--- src/source/rv_isa_pkg.sv ---
package rv_isa_pkg;

  // register-register layout
  typedef struct packed {
    logic [6:0] funct7;
    logic [4:0] rs2;
    logic [4:0] rs1;
    logic [2:0] funct3;
    logic [4:0] rd;
    logic [6:0] opcode;
  } r_fmt_t;

  // register-immediate layout, shifts keep shamt in imm12[4:0]
  typedef struct packed {
    logic [11:0] imm12;
    logic [4:0]  rs1;
    logic [2:0]  funct3;
    logic [4:0]  rd;
    logic [6:0]  opcode;
  } i_fmt_t;

  typedef struct packed {
    logic [19:0] imm20;
    logic [4:0]  rd;
    logic [6:0]  opcode;
  } u_fmt_t;

  // branch offset is scattered over the rd and funct7 slots
  typedef struct packed {
    logic       imm12;
    logic [5:0] imm10_5;
    logic [4:0] rs2;
    logic [4:0] rs1;
    logic [2:0] funct3;
    logic [3:0] imm4_1;
    logic       imm11;
    logic [6:0] opcode;
  } b_fmt_t;

  typedef union packed {
    r_fmt_t r;
    i_fmt_t i;
    u_fmt_t u;
    b_fmt_t b;
  } insn_word_u;

  localparam logic [6:0] OPC_LUI    = 7'b0110111;
  localparam logic [6:0] OPC_OP_IMM = 7'b0010011;
  localparam logic [6:0] OPC_OP     = 7'b0110011;
  localparam logic [6:0] OPC_BRANCH = 7'b1100011;
  localparam logic [6:0] OPC_SYSTEM = 7'b1110011;

  localparam logic [6:0] FUNCT7_BASE = 7'b0000000;
  localparam logic [6:0] FUNCT7_ALT  = 7'b0100000;

  // alu funct3
  localparam logic [2:0] F3_ADD  = 3'b000;
  localparam logic [2:0] F3_SLL  = 3'b001;
  localparam logic [2:0] F3_SLT  = 3'b010;
  localparam logic [2:0] F3_SLTU = 3'b011;
  localparam logic [2:0] F3_XOR  = 3'b100;
  localparam logic [2:0] F3_SRL  = 3'b101;
  localparam logic [2:0] F3_OR   = 3'b110;
  localparam logic [2:0] F3_AND  = 3'b111;

  // branch funct3
  localparam logic [2:0] F3_BEQ  = 3'b000;
  localparam logic [2:0] F3_BNE  = 3'b001;
  localparam logic [2:0] F3_BLT  = 3'b100;
  localparam logic [2:0] F3_BGE  = 3'b101;
  localparam logic [2:0] F3_BLTU = 3'b110;
  localparam logic [2:0] F3_BGEU = 3'b111;

  localparam int OP_W = 5;

  localparam logic [OP_W-1:0] OP_NONE  = 5'd0;
  localparam logic [OP_W-1:0] OP_LUI   = 5'd1;
  localparam logic [OP_W-1:0] OP_ADD   = 5'd2;
  localparam logic [OP_W-1:0] OP_SUB   = 5'd3;
  localparam logic [OP_W-1:0] OP_SLT   = 5'd4;
  localparam logic [OP_W-1:0] OP_SLTU  = 5'd5;
  localparam logic [OP_W-1:0] OP_XOR   = 5'd6;
  localparam logic [OP_W-1:0] OP_OR    = 5'd7;
  localparam logic [OP_W-1:0] OP_AND   = 5'd8;
  localparam logic [OP_W-1:0] OP_SLL   = 5'd9;
  localparam logic [OP_W-1:0] OP_SRL   = 5'd10;
  localparam logic [OP_W-1:0] OP_SRA   = 5'd11;
  localparam logic [OP_W-1:0] OP_BEQ   = 5'd12;
  localparam logic [OP_W-1:0] OP_BNE   = 5'd13;
  localparam logic [OP_W-1:0] OP_BLT   = 5'd14;
  localparam logic [OP_W-1:0] OP_BGE   = 5'd15;
  localparam logic [OP_W-1:0] OP_BLTU  = 5'd16;
  localparam logic [OP_W-1:0] OP_BGEU  = 5'd17;
  localparam logic [OP_W-1:0] OP_ECALL = 5'd18;

endpackage

--- src/source/pipe_pkg.sv ---
package pipe_pkg;

  localparam int XLEN      = 32;
  localparam int REG_IDX_W = 5;

  // one-hot status of the cycle seen in writeback
  localparam int STATUS_W = 6;

  localparam logic [STATUS_W-1:0] CYCLE_RESET        = 6'd1;
  localparam logic [STATUS_W-1:0] CYCLE_NO_STALL     = 6'd2;
  localparam logic [STATUS_W-1:0] CYCLE_TAKEN_BRANCH = 6'd4;

  // operand source chosen for the execute stage
  localparam int BYP_W = 2;

  localparam logic [BYP_W-1:0] BYP_RF  = 2'd0;
  localparam logic [BYP_W-1:0] BYP_MEM = 2'd1;
  localparam logic [BYP_W-1:0] BYP_WB  = 2'd2;

endpackage

--- src/source/insn_decoder.sv ---
module insn_decoder (
  input  rv_isa_pkg::insn_word_u                insn,
  output logic [rv_isa_pkg::OP_W-1:0]           op,
  output logic                                  use_imm,
  output logic [pipe_pkg::REG_IDX_W-1:0]        rs1,
  output logic [pipe_pkg::REG_IDX_W-1:0]        rs2,
  output logic [pipe_pkg::REG_IDX_W-1:0]        rd,
  output logic                                  rd_we,
  output logic [pipe_pkg::XLEN-1:0]             imm
);
  import rv_isa_pkg::*;
  import pipe_pkg::*;

  logic [REG_IDX_W-1:0] rd_field;
  logic                 writes_rd;

  always_comb begin
    op       = OP_NONE;
    use_imm  = 1'b0;
    rs1      = '0;
    rs2      = '0;
    rd_field = '0;
    imm      = '0;
    case (insn.r.opcode)
      OPC_LUI: begin
        op       = OP_LUI;
        rd_field = insn.u.rd;
        imm      = {insn.u.imm20, 12'b0};
      end
      OPC_OP_IMM: begin
        use_imm  = 1'b1;
        rs1      = insn.i.rs1;
        rd_field = insn.i.rd;
        imm      = {{20{insn.i.imm12[11]}}, insn.i.imm12};
        case (insn.i.funct3)
          F3_ADD:  op = OP_ADD;
          F3_SLT:  op = OP_SLT;
          F3_SLTU: op = OP_SLTU;
          F3_XOR:  op = OP_XOR;
          F3_OR:   op = OP_OR;
          F3_AND:  op = OP_AND;
          F3_SLL:  op = (insn.r.funct7 == FUNCT7_BASE) ? OP_SLL : OP_NONE;
          F3_SRL: begin
            if (insn.r.funct7 == FUNCT7_BASE) op = OP_SRL;
            else if (insn.r.funct7 == FUNCT7_ALT) op = OP_SRA;
          end
          default: op = OP_NONE;
        endcase
        // shifts take only the shamt field
        if (insn.i.funct3 == F3_SLL || insn.i.funct3 == F3_SRL) begin
          imm = {27'b0, insn.i.imm12[4:0]};
        end
      end
      OPC_OP: begin
        rs1      = insn.r.rs1;
        rs2      = insn.r.rs2;
        rd_field = insn.r.rd;
        if (insn.r.funct7 == FUNCT7_BASE) begin
          case (insn.r.funct3)
            F3_ADD:  op = OP_ADD;
            F3_SLL:  op = OP_SLL;
            F3_SLT:  op = OP_SLT;
            F3_SLTU: op = OP_SLTU;
            F3_XOR:  op = OP_XOR;
            F3_SRL:  op = OP_SRL;
            F3_OR:   op = OP_OR;
            default: op = OP_AND;
          endcase
        end else if (insn.r.funct7 == FUNCT7_ALT) begin
          if (insn.r.funct3 == F3_ADD) op = OP_SUB;
          else if (insn.r.funct3 == F3_SRL) op = OP_SRA;
        end
      end
      OPC_BRANCH: begin
        rs1 = insn.b.rs1;
        rs2 = insn.b.rs2;
        imm = {{19{insn.b.imm12}}, insn.b.imm12, insn.b.imm11, insn.b.imm10_5,
               insn.b.imm4_1, 1'b0};
        case (insn.b.funct3)
          F3_BEQ:  op = OP_BEQ;
          F3_BNE:  op = OP_BNE;
          F3_BLT:  op = OP_BLT;
          F3_BGE:  op = OP_BGE;
          F3_BLTU: op = OP_BLTU;
          F3_BGEU: op = OP_BGEU;
          default: op = OP_NONE;
        endcase
      end
      OPC_SYSTEM: begin
        // only the all-zero encoding above the opcode is ecall
        if (insn.u.imm20 == '0 && insn.u.rd == '0) op = OP_ECALL;
      end
      default: op = OP_NONE;
    endcase
  end

  assign writes_rd = op inside {OP_LUI, OP_ADD, OP_SUB, OP_SLT, OP_SLTU, OP_XOR,
                                OP_OR, OP_AND, OP_SLL, OP_SRL, OP_SRA};
  assign rd_we     = writes_rd && (rd_field != '0);
  assign rd        = rd_we ? rd_field : '0;

endmodule

--- src/source/reg_file.sv ---
module reg_file (
  input  logic                           clk,
  input  logic                           rst,
  input  logic [pipe_pkg::REG_IDX_W-1:0] rs1,
  input  logic [pipe_pkg::REG_IDX_W-1:0] rs2,
  output logic [pipe_pkg::XLEN-1:0]      rs1_data,
  output logic [pipe_pkg::XLEN-1:0]      rs2_data,
  input  logic [pipe_pkg::REG_IDX_W-1:0] rd,
  input  logic [pipe_pkg::XLEN-1:0]      rd_data,
  input  logic                           we
);
  import pipe_pkg::*;

  // x0 has no storage
  logic [XLEN-1:0] regs [1:31];

  assign rs1_data = (rs1 == '0) ? '0 : regs[rs1];
  assign rs2_data = (rs2 == '0) ? '0 : regs[rs2];

  always_ff @(posedge clk) begin
    if (rst) begin
      for (int i = 1; i < 32; i++) begin
        regs[i] <= '0;
      end
    end else if (we && rd != '0) begin
      regs[rd] <= rd_data;
    end
  end

endmodule

--- src/source/exec_unit.sv ---
module exec_unit (
  input  logic [rv_isa_pkg::OP_W-1:0] op,
  input  logic                        use_imm,
  input  logic [pipe_pkg::XLEN-1:0]   imm,
  input  logic [pipe_pkg::XLEN-1:0]   pc,
  input  logic [pipe_pkg::XLEN-1:0]   rf_rs1_data,
  input  logic [pipe_pkg::XLEN-1:0]   rf_rs2_data,
  input  logic [pipe_pkg::XLEN-1:0]   m_rd_data,
  input  logic [pipe_pkg::XLEN-1:0]   w_rd_data,
  input  logic [pipe_pkg::BYP_W-1:0]  bypass_rs1_sel,
  input  logic [pipe_pkg::BYP_W-1:0]  bypass_rs2_sel,
  output logic [pipe_pkg::XLEN-1:0]   result,
  output logic                        branch_taken,
  output logic [pipe_pkg::XLEN-1:0]   branch_target
);
  import rv_isa_pkg::*;
  import pipe_pkg::*;

  logic [XLEN-1:0] rs1_val;
  logic [XLEN-1:0] rs2_val;
  logic [XLEN-1:0] op_b;
  logic [4:0]      shamt;

  function automatic logic [XLEN-1:0] pick_operand(
    input logic [BYP_W-1:0] sel,
    input logic [XLEN-1:0]  rf_val,
    input logic [XLEN-1:0]  m_val,
    input logic [XLEN-1:0]  w_val
  );
    case (sel)
      BYP_MEM: return m_val;
      BYP_WB:  return w_val;
      default: return rf_val;
    endcase
  endfunction

  assign rs1_val = pick_operand(bypass_rs1_sel, rf_rs1_data, m_rd_data, w_rd_data);
  assign rs2_val = pick_operand(bypass_rs2_sel, rf_rs2_data, m_rd_data, w_rd_data);

  // immediate forms replace the second register operand
  assign op_b  = use_imm ? imm : rs2_val;
  assign shamt = op_b[4:0];

  always_comb begin
    result = '0;
    case (op)
      OP_LUI:  result = imm;
      OP_ADD:  result = rs1_val + op_b;
      OP_SUB:  result = rs1_val - op_b;
      OP_SLT:  result = {{(XLEN-1){1'b0}}, $signed(rs1_val) < $signed(op_b)};
      OP_SLTU: result = {{(XLEN-1){1'b0}}, rs1_val < op_b};
      OP_XOR:  result = rs1_val ^ op_b;
      OP_OR:   result = rs1_val | op_b;
      OP_AND:  result = rs1_val & op_b;
      OP_SLL:  result = rs1_val << shamt;
      OP_SRL:  result = rs1_val >> shamt;
      OP_SRA:  result = $signed(rs1_val) >>> shamt;
      default: result = '0;
    endcase
  end

  // branches always compare two registers
  always_comb begin
    case (op)
      OP_BEQ:  branch_taken = (rs1_val == rs2_val);
      OP_BNE:  branch_taken = (rs1_val != rs2_val);
      OP_BLT:  branch_taken = ($signed(rs1_val) < $signed(rs2_val));
      OP_BGE:  branch_taken = ($signed(rs1_val) >= $signed(rs2_val));
      OP_BLTU: branch_taken = (rs1_val < rs2_val);
      OP_BGEU: branch_taken = (rs1_val >= rs2_val);
      default: branch_taken = 1'b0;
    endcase
  end

  assign branch_target = pc + imm;

endmodule

--- src/source/pipe_control.sv ---
module pipe_control #(
  parameter logic [pipe_pkg::XLEN-1:0] RESET_PC = '0
) (
  input  logic                           clk,
  input  logic                           rst,
  input  logic                           branch_taken,
  input  logic [pipe_pkg::XLEN-1:0]      branch_target,
  input  logic [pipe_pkg::REG_IDX_W-1:0] x_rs1,
  input  logic [pipe_pkg::REG_IDX_W-1:0] x_rs2,
  input  logic [pipe_pkg::REG_IDX_W-1:0] m_rd,
  input  logic                           m_we,
  input  logic [pipe_pkg::REG_IDX_W-1:0] w_rd,
  input  logic                           w_we,
  output logic [pipe_pkg::XLEN-1:0]      fetch_pc,
  output logic                           flush,
  output logic [pipe_pkg::BYP_W-1:0]     bypass_rs1_sel,
  output logic [pipe_pkg::BYP_W-1:0]     bypass_rs2_sel,
  output logic [pipe_pkg::STATUS_W-1:0]  fetch_status
);
  import pipe_pkg::*;

  logic [XLEN-1:0] pc;
  logic            m_fwd_ok;
  logic            w_fwd_ok;

  // memory stage result is younger, so it wins over writeback
  function automatic logic [BYP_W-1:0] bypass_for(
    input logic [REG_IDX_W-1:0] src,
    input logic [REG_IDX_W-1:0] m_dst,
    input logic                 m_ok,
    input logic [REG_IDX_W-1:0] w_dst,
    input logic                 w_ok
  );
    if (m_ok && src == m_dst) begin
      return BYP_MEM;
    end else if (w_ok && src == w_dst) begin
      return BYP_WB;
    end
    return BYP_RF;
  endfunction

  always_ff @(posedge clk) begin
    if (rst) begin
      pc <= RESET_PC;
    end else if (branch_taken) begin
      pc <= branch_target;
    end else begin
      pc <= pc + 32'd4;
    end
  end

  assign fetch_pc = pc;

  // fetch and decode hold wrong-path instructions once a branch resolves taken
  assign flush        = branch_taken;
  assign fetch_status = flush ? CYCLE_TAKEN_BRANCH : CYCLE_NO_STALL;

  // x0 results are never forwarded
  assign m_fwd_ok = m_we && (m_rd != '0);
  assign w_fwd_ok = w_we && (w_rd != '0);

  assign bypass_rs1_sel = bypass_for(x_rs1, m_rd, m_fwd_ok, w_rd, w_fwd_ok);
  assign bypass_rs2_sel = bypass_for(x_rs2, m_rd, m_fwd_ok, w_rd, w_fwd_ok);

endmodule

--- src/source/rv_pipeline.sv ---
module rv_pipeline #(
  parameter logic [pipe_pkg::XLEN-1:0] RESET_PC = '0
) (
  input  logic                           clk,
  input  logic                           rst,
  output logic [pipe_pkg::XLEN-1:0]      pc_to_imem,
  input  logic [pipe_pkg::XLEN-1:0]      insn_from_imem,
  output logic                           halt,
  output logic [pipe_pkg::XLEN-1:0]      trace_writeback_pc,
  output logic [pipe_pkg::XLEN-1:0]      trace_writeback_insn,
  output logic [pipe_pkg::STATUS_W-1:0]  trace_writeback_status,
  output logic                           trace_writeback_we,
  output logic [pipe_pkg::REG_IDX_W-1:0] trace_writeback_rd,
  output logic [pipe_pkg::XLEN-1:0]      trace_writeback_rd_data
);
  import rv_isa_pkg::*;
  import pipe_pkg::*;

  logic [XLEN-1:0]      fetch_pc;
  logic [STATUS_W-1:0]  fetch_status;
  logic                 flush;
  logic [BYP_W-1:0]     bypass_rs1_sel;
  logic [BYP_W-1:0]     bypass_rs2_sel;

  // decode stage
  logic [XLEN-1:0]      d_pc;
  insn_word_u           d_insn;
  logic [STATUS_W-1:0]  d_status;
  logic [OP_W-1:0]      d_op;
  logic                 d_use_imm;
  logic [REG_IDX_W-1:0] d_rs1;
  logic [REG_IDX_W-1:0] d_rs2;
  logic [REG_IDX_W-1:0] d_rd;
  logic                 d_rd_we;
  logic [XLEN-1:0]      d_imm;

  // execute stage
  logic [XLEN-1:0]      x_pc;
  logic [XLEN-1:0]      x_insn;
  logic [STATUS_W-1:0]  x_status;
  logic [OP_W-1:0]      x_op;
  logic                 x_use_imm;
  logic [REG_IDX_W-1:0] x_rs1;
  logic [REG_IDX_W-1:0] x_rs2;
  logic [REG_IDX_W-1:0] x_rd;
  logic                 x_rd_we;
  logic [XLEN-1:0]      x_imm;
  logic [XLEN-1:0]      x_rs1_data;
  logic [XLEN-1:0]      x_rs2_data;
  logic [XLEN-1:0]      x_result;
  logic                 branch_taken;
  logic [XLEN-1:0]      branch_target;

  // memory and writeback stages
  logic [XLEN-1:0]      m_pc;
  logic [XLEN-1:0]      m_insn;
  logic [STATUS_W-1:0]  m_status;
  logic [REG_IDX_W-1:0] m_rd;
  logic                 m_we;
  logic                 m_ecall;
  logic [XLEN-1:0]      m_rd_data;
  logic [XLEN-1:0]      w_pc;
  logic [XLEN-1:0]      w_insn;
  logic [STATUS_W-1:0]  w_status;
  logic [REG_IDX_W-1:0] w_rd;
  logic                 w_we;
  logic                 w_ecall;
  logic [XLEN-1:0]      w_rd_data;

  pipe_control #(.RESET_PC(RESET_PC)) u_pipe_control (
    .clk(clk), .rst(rst),
    .branch_taken(branch_taken), .branch_target(branch_target),
    .x_rs1(x_rs1), .x_rs2(x_rs2),
    .m_rd(m_rd), .m_we(m_we), .w_rd(w_rd), .w_we(w_we),
    .fetch_pc(fetch_pc), .flush(flush),
    .bypass_rs1_sel(bypass_rs1_sel), .bypass_rs2_sel(bypass_rs2_sel),
    .fetch_status(fetch_status)
  );

  assign pc_to_imem = fetch_pc;

  always_ff @(posedge clk) begin
    if (rst) begin
      d_pc     <= '0;
      d_insn   <= '0;
      d_status <= CYCLE_RESET;
    end else begin
      // a flushed fetch enters as an empty slot
      d_pc     <= flush ? '0 : fetch_pc;
      d_insn   <= flush ? '0 : insn_from_imem;
      d_status <= fetch_status;
    end
  end

  insn_decoder u_insn_decoder (
    .insn(d_insn), .op(d_op), .use_imm(d_use_imm),
    .rs1(d_rs1), .rs2(d_rs2), .rd(d_rd), .rd_we(d_rd_we), .imm(d_imm)
  );

  always_ff @(posedge clk) begin
    if (rst || flush) begin
      x_pc      <= '0;
      x_insn    <= '0;
      x_status  <= rst ? CYCLE_RESET : CYCLE_TAKEN_BRANCH;
      x_op      <= OP_NONE;
      x_use_imm <= 1'b0;
      x_rs1     <= '0;
      x_rs2     <= '0;
      x_rd      <= '0;
      x_rd_we   <= 1'b0;
    end else begin
      x_pc      <= d_pc;
      x_insn    <= d_insn;
      x_status  <= d_status;
      x_op      <= d_op;
      x_use_imm <= d_use_imm;
      x_rs1     <= d_rs1;
      x_rs2     <= d_rs2;
      x_rd      <= d_rd;
      x_rd_we   <= d_rd_we;
    end
  end

  always_ff @(posedge clk) begin
    x_imm <= d_imm;
  end

  reg_file u_reg_file (
    .clk(clk), .rst(rst),
    .rs1(x_rs1), .rs2(x_rs2), .rs1_data(x_rs1_data), .rs2_data(x_rs2_data),
    .rd(w_rd), .rd_data(w_rd_data), .we(w_we)
  );

  exec_unit u_exec_unit (
    .op(x_op), .use_imm(x_use_imm), .imm(x_imm), .pc(x_pc),
    .rf_rs1_data(x_rs1_data), .rf_rs2_data(x_rs2_data),
    .m_rd_data(m_rd_data), .w_rd_data(w_rd_data),
    .bypass_rs1_sel(bypass_rs1_sel), .bypass_rs2_sel(bypass_rs2_sel),
    .result(x_result), .branch_taken(branch_taken), .branch_target(branch_target)
  );

  always_ff @(posedge clk) begin
    if (rst) begin
      m_pc     <= '0;
      m_insn   <= '0;
      m_status <= CYCLE_RESET;
      m_rd     <= '0;
      m_we     <= 1'b0;
      m_ecall  <= 1'b0;
      w_pc     <= '0;
      w_insn   <= '0;
      w_status <= CYCLE_RESET;
      w_rd     <= '0;
      w_we     <= 1'b0;
      w_ecall  <= 1'b0;
    end else begin
      m_pc     <= x_pc;
      m_insn   <= x_insn;
      m_status <= x_status;
      m_rd     <= x_rd;
      m_we     <= x_rd_we;
      m_ecall  <= (x_op == OP_ECALL);
      w_pc     <= m_pc;
      w_insn   <= m_insn;
      w_status <= m_status;
      w_rd     <= m_rd;
      w_we     <= m_we;
      w_ecall  <= m_ecall;
    end
  end

  always_ff @(posedge clk) begin
    m_rd_data <= x_result;
    w_rd_data <= m_rd_data;
  end

  assign halt                    = w_ecall;
  assign trace_writeback_pc      = w_pc;
  assign trace_writeback_insn    = w_insn;
  assign trace_writeback_status  = w_status;
  assign trace_writeback_we      = w_we;
  assign trace_writeback_rd      = w_rd;
  assign trace_writeback_rd_data = w_rd_data;

endmodule

--- config.mk ---
export PLATFORM = sky130hd
export DESIGN_NAME = rv_pipeline
export DESIGN_NICKNAME = d
export VERILOG_FILES = /design/src/source/rv_isa_pkg.sv /design/src/source/pipe_pkg.sv /design/src/source/insn_decoder.sv /design/src/source/reg_file.sv /design/src/source/exec_unit.sv /design/src/source/pipe_control.sv /design/src/source/rv_pipeline.sv
export SDC_FILE = /design/constraint.sdc
export NUM_CORES = 2
export LEC_CHECK = 0
export BUFFER_PORTS_ARGS = -buffer_cell sky130_fd_sc_hd__buf_2
export CELL_PAD_IN_SITES_DETAIL_PLACEMENT = 0
export CELL_PAD_IN_SITES_GLOBAL_PLACEMENT = 1
export CORE_MARGIN = 4
export CORE_UTILIZATION = 40
export CTS_BUF_LIST = sky130_fd_sc_hd__clkbuf_2 sky130_fd_sc_hd__clkbuf_4 sky130_fd_sc_hd__clkbuf_8
export DETAILED_ROUTE_END_ITERATION = 8
export GPL_TIMING_DRIVEN = 0
export PLACE_DENSITY = 0.73
export SYNTH_ARGS = -nofsm -noshare
export SYNTH_HDL_FRONTEND = slang
export SYNTH_SLANG_ARGS = --single-unit
--- constraint.sdc ---
create_clock -name clk -period 10.5 [get_ports clk]
set_input_delay 0 -clock clk [delete_from_list [all_inputs] [get_ports clk]]
set_output_delay 0 -clock clk [all_outputs]
set_load 0.02 [all_outputs]
# --- After elaboration in Yosys (flattened, before gate mapping) ---
# Memory sizes are Yosys's and may differ from the RTL's. A register that Yosys moved wholly into a read port is not among the register bits.
# Index checks and enable logic that the tools add are counted.
totals:
  regBits: 444
  ram_bits: 992
  inputBits: 34
  output_inout_bits: 141
  elab_cells: 175
  memories: 1
op_classes:
  add_sub_neg: 4
  magnitude_cmp: 6
  n_eq_ne: 52
  shifts: 3
  muxes: 47
  bitwise_logic: 6
  n_reduce_logical: 28
mem_list:
  columns: ["name", "words", "width", "read_ports", "rd_clocked_by_memory_dff", "write_ports", "line", "text"]
  rows:
  - ["u_reg_file.regs", 31, 32, 2, 2, 31, "reg_file.sv:15", "logic [XLEN-1:0] regs [1:31];"]
ops:
  columns: ["operator", "count"]
  rows:
  - ["$pmux W32 S11", 1]
  - ["$mux W32", 6]
  - ["$lt A32 B32 Y1", 4]
  - ["$pmux W32 S2", 2]
  - ["$pmux W32 S3", 1]
  - ["$add A32 B32 Y32", 2]
  - ["$ge A32 B32 Y1", 2]
  - ["$eq A5 B4 Y1 const B", 12]
  - ["$mux W5", 9]
  - ["$eq A5 B3 Y1 const B", 8]
  - ["$pmux W5 S8", 1]
  - ["$add A32 B3 Y32 const B", 1]
  - ["$and A32 B32 Y32", 1]
  - ["$eq A32 B32 Y1", 1]
  - ["$ne A32 B32 Y1", 1]
  - ["$or A32 B32 Y32", 1]
  - ["$reduce_or A32 Y1", 1]
  - ["$shl A32 B5 Y32", 1]
  - ["$shr A32 B5 Y32", 1]
  - ["$sshr A32 B5 Y32", 1]
  - ["$sub A32 B32 Y32", 1]
  - ["$xor A32 B32 Y32", 1]
  - ["$pmux W5 S6", 1]
  - ["$pmux W4 S7", 1]
  - ["30 further kinds", 85]

# --- Logic depth before layout (Yosys ltp) ---
logic_depth:
  depth_word: 13
  ltp_mapped: 28
  ltp_nobuf: 21

# --- Cells and area by module ---
# Synthesis repeated with hierarchy kept, for this count alone.
unflattened:
  hier_cells: 6857
  hier_area_um2: 80541.0
modules_own_cells:
  columns: ["mod", "n_inst", "cells_per_inst", "area_each_um2", "seq_area_each_um2"]
  rows:
  - ["reg_file", 1, 3765, 54629.9, 30749.5]
  - ["exec_unit", 1, 1936, 12517.0, 0.0]
  - ["rv_pipeline", 1, 766, 10420.0, 8247.9]
  - ["pipe_control", 1, 257, 2115.8, 640.6]
  - ["insn_decoder", 1, 133, 858.3, 0.0]

# --- Worst setup path after synthesis ---
# Ideal clock, no wire load.
synth_timing:
  kind: "reg2reg"
  startpoint: "reg x_rs2[0]"
  endpoint: "reg d_pc[13]"
  setup_time_ps: 60
  arrival_ps: 6795
  required_ps: 10440
  slack_ps: 3645
  stages_incl_launch_ff: 27
  path_buffers: 8
  synth_period_minus_slack_ps: 6855
  path_cell_list: "dfxtp_1 buf_4 buf_4 buf_2 buf_2 buf_1 mux4_2 mux4_2 mux2_2 a221o_1 o21ai_0 ha_1 a21o_1 a21o_1 a2111oi_0 o21ai_0 a22oi_1 nand4b_1 xor2_1 mux2_2 a32oi_1 nand2b_1 clkbuf_1 inv_1 clkbuf_1 clkbuf_1 and2_1"
synth_between:
  elab_chain_cells: 10
  word_cells_on_any_way: 21
  classes_between: "order compare: 4; eq/ne: 6; mux: 7; reduce/logical: 4"
synth_rtl:
  columns: ["element", "line", "text"]
  rows:
  - ["from (decl)", "rv_pipeline.sv:44", "logic [REG_IDX_W-1:0] x_rs2;"]
  - ["from (signal assigned)", "rv_pipeline.sv:118", "x_rs2 <= d_rs2;"]
  - ["$eq A5 B5 Y1", "pipe_control.sv:36", "end else if (w_ok && src == w_dst) begin"]
  - ["$logic_and A1 B1 Y1", "pipe_control.sv:36", null]
  - ["$mux W1", "pipe_control.sv:36", null]
  - ["$mux W1", "pipe_control.sv:34", "if (m_ok && src == m_dst) begin"]
  - ["$mux W2", "pipe_control.sv:39", "return BYP_RF;"]
  - ["$eq A2 B2 Y1 or $eq A2 B1 Y1 (tied branches)", "exec_unit.sv:30", "case (sel)"]
  - ["$pmux W32 S2 (*)", "exec_unit.sv:30", null]
  - ["$ge A32 B32 Y1 (tied with other cells)", "exec_unit.sv:70", "OP_BGEU: branch_taken = (rs1_val >= rs2_val);"]
  - ["$pmux W1 S6 (*)", "exec_unit.sv:64", "case (op)"]
  - ["$reduce_or A2 Y1 (no line) (*)", null, null]
  - ["to (signal assigned)", "rv_pipeline.sv:89", "d_pc <= flush ? '0 : fetch_pc;"]
  - ["to (decl)", "rv_pipeline.sv:26", "logic [XLEN-1:0] d_pc;"]
# Mark *: on every way between the ends. The rest lies on a longest branch, timed or not.
# A chain may end at the register's enable or synchronous reset.

# --- Worst setup path in the final report ---
layout_timing:
  startpoint: "reg x_rs2[1]"
  endpoint: "reg m_rd_data[19]"
layout_between:
  elab_chain_cells: 10
  word_cells_on_any_way: 23
  classes_between: "add/sub: 2; eq/ne: 4; shift: 3; mux: 8; bitwise: 3; reduce/logical: 3"
layout_rtl:
  columns: ["element", "line", "text"]
  rows:
  - ["$eq A5 B5 Y1", "pipe_control.sv:36", null]
  - ["$logic_and A1 B1 Y1", "pipe_control.sv:36", null]
  - ["$mux W1", "pipe_control.sv:36", null]
  - ["$mux W1", "pipe_control.sv:34", null]
  - ["$mux W2", "pipe_control.sv:39", null]
  - ["$eq A2 B2 Y1 or $eq A2 B1 Y1 (tied branches)", "exec_unit.sv:30", null]
  - ["$pmux W32 S2 (*)", "exec_unit.sv:30", null]
  - ["$mux W32 (*)", "exec_unit.sv:41", "assign op_b = use_imm ? imm : rs2_val;"]
  - ["$sub A32 B32 Y32 (tied with other cells)", "exec_unit.sv:49", "OP_SUB: result = rs1_val - op_b;"]
  - ["$pmux W32 S11 (*)", "exec_unit.sv:46", "case (op)"]
  - ["via u_exec_unit.result, one bit", "exec_unit.sv:12", "output logic [pipe_pkg::XLEN-1:0] result,"]
  - ["to (signal assigned)", "rv_pipeline.sv:173", "m_rd_data <= x_result;"]
  - ["to (decl)", "rv_pipeline.sv:61", "logic [XLEN-1:0] m_rd_data;"]
# The timed path passes the listed nets; every way through them passes the cells marked *.

==> summary.txt <==
Outcome
  • Status: finished with violations
  • Failing checks: capacitance limit, slew limit, setup timing

Die
  • Die ar.: 205000 µm²
  • Starting Density: 40.4%
  • Core area: 196000 µm²
  • Height of the die: 452 µm
  • Die width: 452 µm
  • Site Rows: 162
  • I/O pin total: 175

CTS
  • H-Tree Depth: 4
  • TritonCTS clock tree: built
  • Sink Count: 1456
  • CTS max path bufs: 3
  • Worst skew pair latency: 1.05 ns
  • Num CTS Buffers: 239
  • Clk slew on worst S/H paths: 0.06 ns
  • Root Buffer: clkbuf_8

Cells and area
  • Final Util: 45.5%
  • Register Area: 39400 µm²
  • Final #Nets: 7011
  • Area grow syn2layout: 12.8%
  • Multi-input gate area: 36900 µm²
  • Fill cells: 18.0k
  • Layout cell share with drive strength beyond 1: 20.2%

Worst hold path
  • Worst hold path class: primary input to register

Timing
  • Clk_skew: 0.122 ns
  • Hold Fails Final Rpt: 0
  • Period utilisation layout: 101%
  • Fin crit period: 10.57 ns
  • Highest Clock Rate: 0.0946 GHz
  • Final WS setup: -0.0736 ns
  • RSZ-0062 raised after global routing: false
  • Final Setup Violations: 1
  • Worst slew pin tran: 1.68 ns
  • Slew Limit Fails: 165
  • Slew margin rel.: -12.2%

Global route
  • Vias in the first global route: 60.2k
  • Remaining global-route overflow: 0
  • Global-route wire length before repair: 478000 µm
  • Initial antenna violation count: 26
  • Largest net degree at the start of global routing: 33
  • Global Route Usage Sum: 33.7%

Worst setup path
  • Worst EP required: 11.19 ns
  • Arrival @ worst endpoint: 11.27 ns
  • Worst setup SP type: register
  • Worst setup EP type: register
  • Crit Path Class: register to register
  • Critical-path maximum fanout: 10

Logic synthesis
  • Mapped Area: 78900 µm²
  • Synth area leaders: edfxtp_1 39%, mux4_2 17%, dfxtp_1 11%
  • Post-synthesis sequential area ratio: 49.9%
  • Avg Cell Area, Syn: 12.5 µm²
  • Distinct cell type count after synthesis: 83
  • Most frequent cells after synthesis: 1024 x edfxtp_1, 1009 x and2_1, 586 x mux4_2, 432 x dfxtp_1, 412 x clkbuf_1
  • Ys async rst share: 0%
  • Prevailing post-synth register cell: edfxtp_1
  • EDFF count, synth: 1024
  • Most frequent cell after synthesis: edfxtp_1
  • Ys Warns: 0
  • FF+latch count, synth: 1456
  • Top-area cell type share of the netlist area: 39.0%
  • Cells after synthesis: 6295
  • Cell taking the most area after synthesis: edfxtp_1

Placed design
  • IO buf count: 171
  • Worst slack at placement: -0.602 ns
  • DP HPWL: 249000 µm
  • Routability cong.: 1.02

Drt
  • Antenna-violating nets left: 0
  • WL/cell: 36.5 µm
  • DR vias/cell: 6.39
  • WL final: 352000 µm
  • Drt pass-1 iters: 6
  • Via Count: 61.6k
  • DRC: 0
  • DR iter-0 viols: 9339

Flow run
  • Max Cap Viol: 12

Pwr
  • Maximum vdd ir drop: 0.121 mV
  • Static leakage: 31.1 nW
  • Total power: 0.0122 W
  • PwrDens: 137 nW/µm²
-- metrics by stage --
stage	hold WS, ns	TNS [ns]	instances	instance area [µm²]
final	0.210	-0.0736	9648	89100
after global routing	0.230	0	9629	89000
after CTS	0.130	0	9626	89000
after detailed placement	0.209	-28.86	9131	83400
after global placement	0.205	-73.26	9124	83200
after floorplan	0.0277	0	6329	79100
-- layout make-up --
cell class                 instances  share of cell area, %
antenna                           21                 0.0590
buffer                           559                   2.72
clock buffer                     341                   4.75
clock inverter                    91                  0.739
inverter                         125                  0.532
multi-input combinational       4185                   41.5
sequential                      1456                   44.2
tap                             2624                   3.69
timing repair buffer             246                   1.81
-- layer usage --
| metal | up-vias | part of all wire (%) | track usage [%] |
|---|---|---|---|
| li1 | 24700 | - | - |
| met1 | 31100 | 35 | 40.6 |
| met2 | 4596 | 44 | 51.6 |
| met3 | 1287 | 13 | 11.3 |
| met4 | 10 | 8.1 | 22.1 |
| met5 | - | 0.019 | 0 |
-- kinds of logic (layout without fill, tap and decap cells) --
group	count (synthesis)	after routing	synth area share, %
buf+inv	688	1362	3.61
fa+ha+maj	165	165	2.64
other cells	1	56	0.00475
simple gates	2213	2213	15.5
compound gates	843	843	7.36
xor+xnor	86	86	0.954
mux	843	843	20.1
flops	1456	1456	49.9
-- sequential cells by signal (all words and copies together), names as in the netlist, 3 cells and up --
name                     cells
x_status                     3
m_pc                        32
x_insn                      32
x_op                         5
m_insn                      32
trace_writeback_pc          32
x_rd                         5
x_rs2                        5
u_pipe_control.fetch_pc     32
trace_writeback_status       3
u_reg_file.regs           1024
m_rd_data                   32
x_rs1                        5
d_status                     3
x_imm                       32
d_pc                        32
trace_writeback_rd_data     32
x_pc                        32
trace_writeback_insn        32
m_rd                         5
trace_writeback_rd           5
d_insn                      32
m_status                     3
-- layout by cell type (no fill, tap or decap), drive strengths merged, types with 52 or more instances in the layout --
| cell type | n |
|---|---|
| inv | 134 |
| clkbuf | 753 |
| mux4 | 586 |
| a21o | 54 |
| nor2 | 345 |
| edfxtp | 1024 |
| o21ai | 165 |
| nor3 | 174 |
| dfxtp | 432 |
| mux2i | 206 |
| nand3 | 65 |
| dlygate4sd3 | 66 |
| clkinv | 73 |
| a211oi | 52 |
| buf | 326 |
| nor2b | 179 |
| ha | 162 |
| a21oi | 168 |
| nand2 | 228 |
| and2 | 1010 |
-- worst paths after layout --
path / start / to / slack, ns / cells after the start
min: rst / trace_writeback_insn[13]$_SDFF_PP0_ / 0.21 / 4
min reg2reg: m_rd_data[10]$_DFF_P_ / trace_writeback_rd_data[10]$_DFF_P_ / 0.33 / 0
max reg2reg: x_rs2[1]$_SDFF_PP0_ / m_rd_data[19]$_DFF_P_ / -0.07 / 27
max: x_rs2[1]$_SDFF_PP0_ / m_rd_data[19]$_DFF_P_ / -0.07 / 27
-- timing repair --
action | CTS | global route
endpoints found under the setup margin | 74 | 68
buffers inserted | 0 | 0
hold endpoints to repair | 58 | 0
hold buffers | 66 | 0
gates resized for setup | 20 | 16
-- where the power goes --
part | internal [W] | switching (W)
Clock | 0.00270 | 0.00250
Combinational | 0.000215 | 0.000325
Sequential | 0.00635 | 0.000118
Total | 0.00927 | 0.00294
-- worst max-delay path: stages, from the launching register on --
cell and delay [ns]:
dfxtp_1 0.30, buf_2 0.23, buf_2 0.37, buf_4 0.32, buf_2 0.42, clkbuf_1 0.55, mux4_2 0.44, o211ai_1 0.18
o211ai_1 0.28, a221o_1 0.46, mux2i_1 0.61, inv_1 0.44, clkbuf_1 0.42, clkbuf_1 0.45, clkbuf_1 0.46, ha_1 0.42
or4b_2 0.62, o21ai_0 0.17, o31ai_1 0.18, a41oi_1 0.47, a311oi_1 0.37, a21o_1 0.30, a21oi_1 0.26, o21bai_1 0.10
a21oi_1 0.22, o22ai_1 0.10, o21ai_0 0.69, nand3_1 0.48
(Power assumes the default switching activity.)
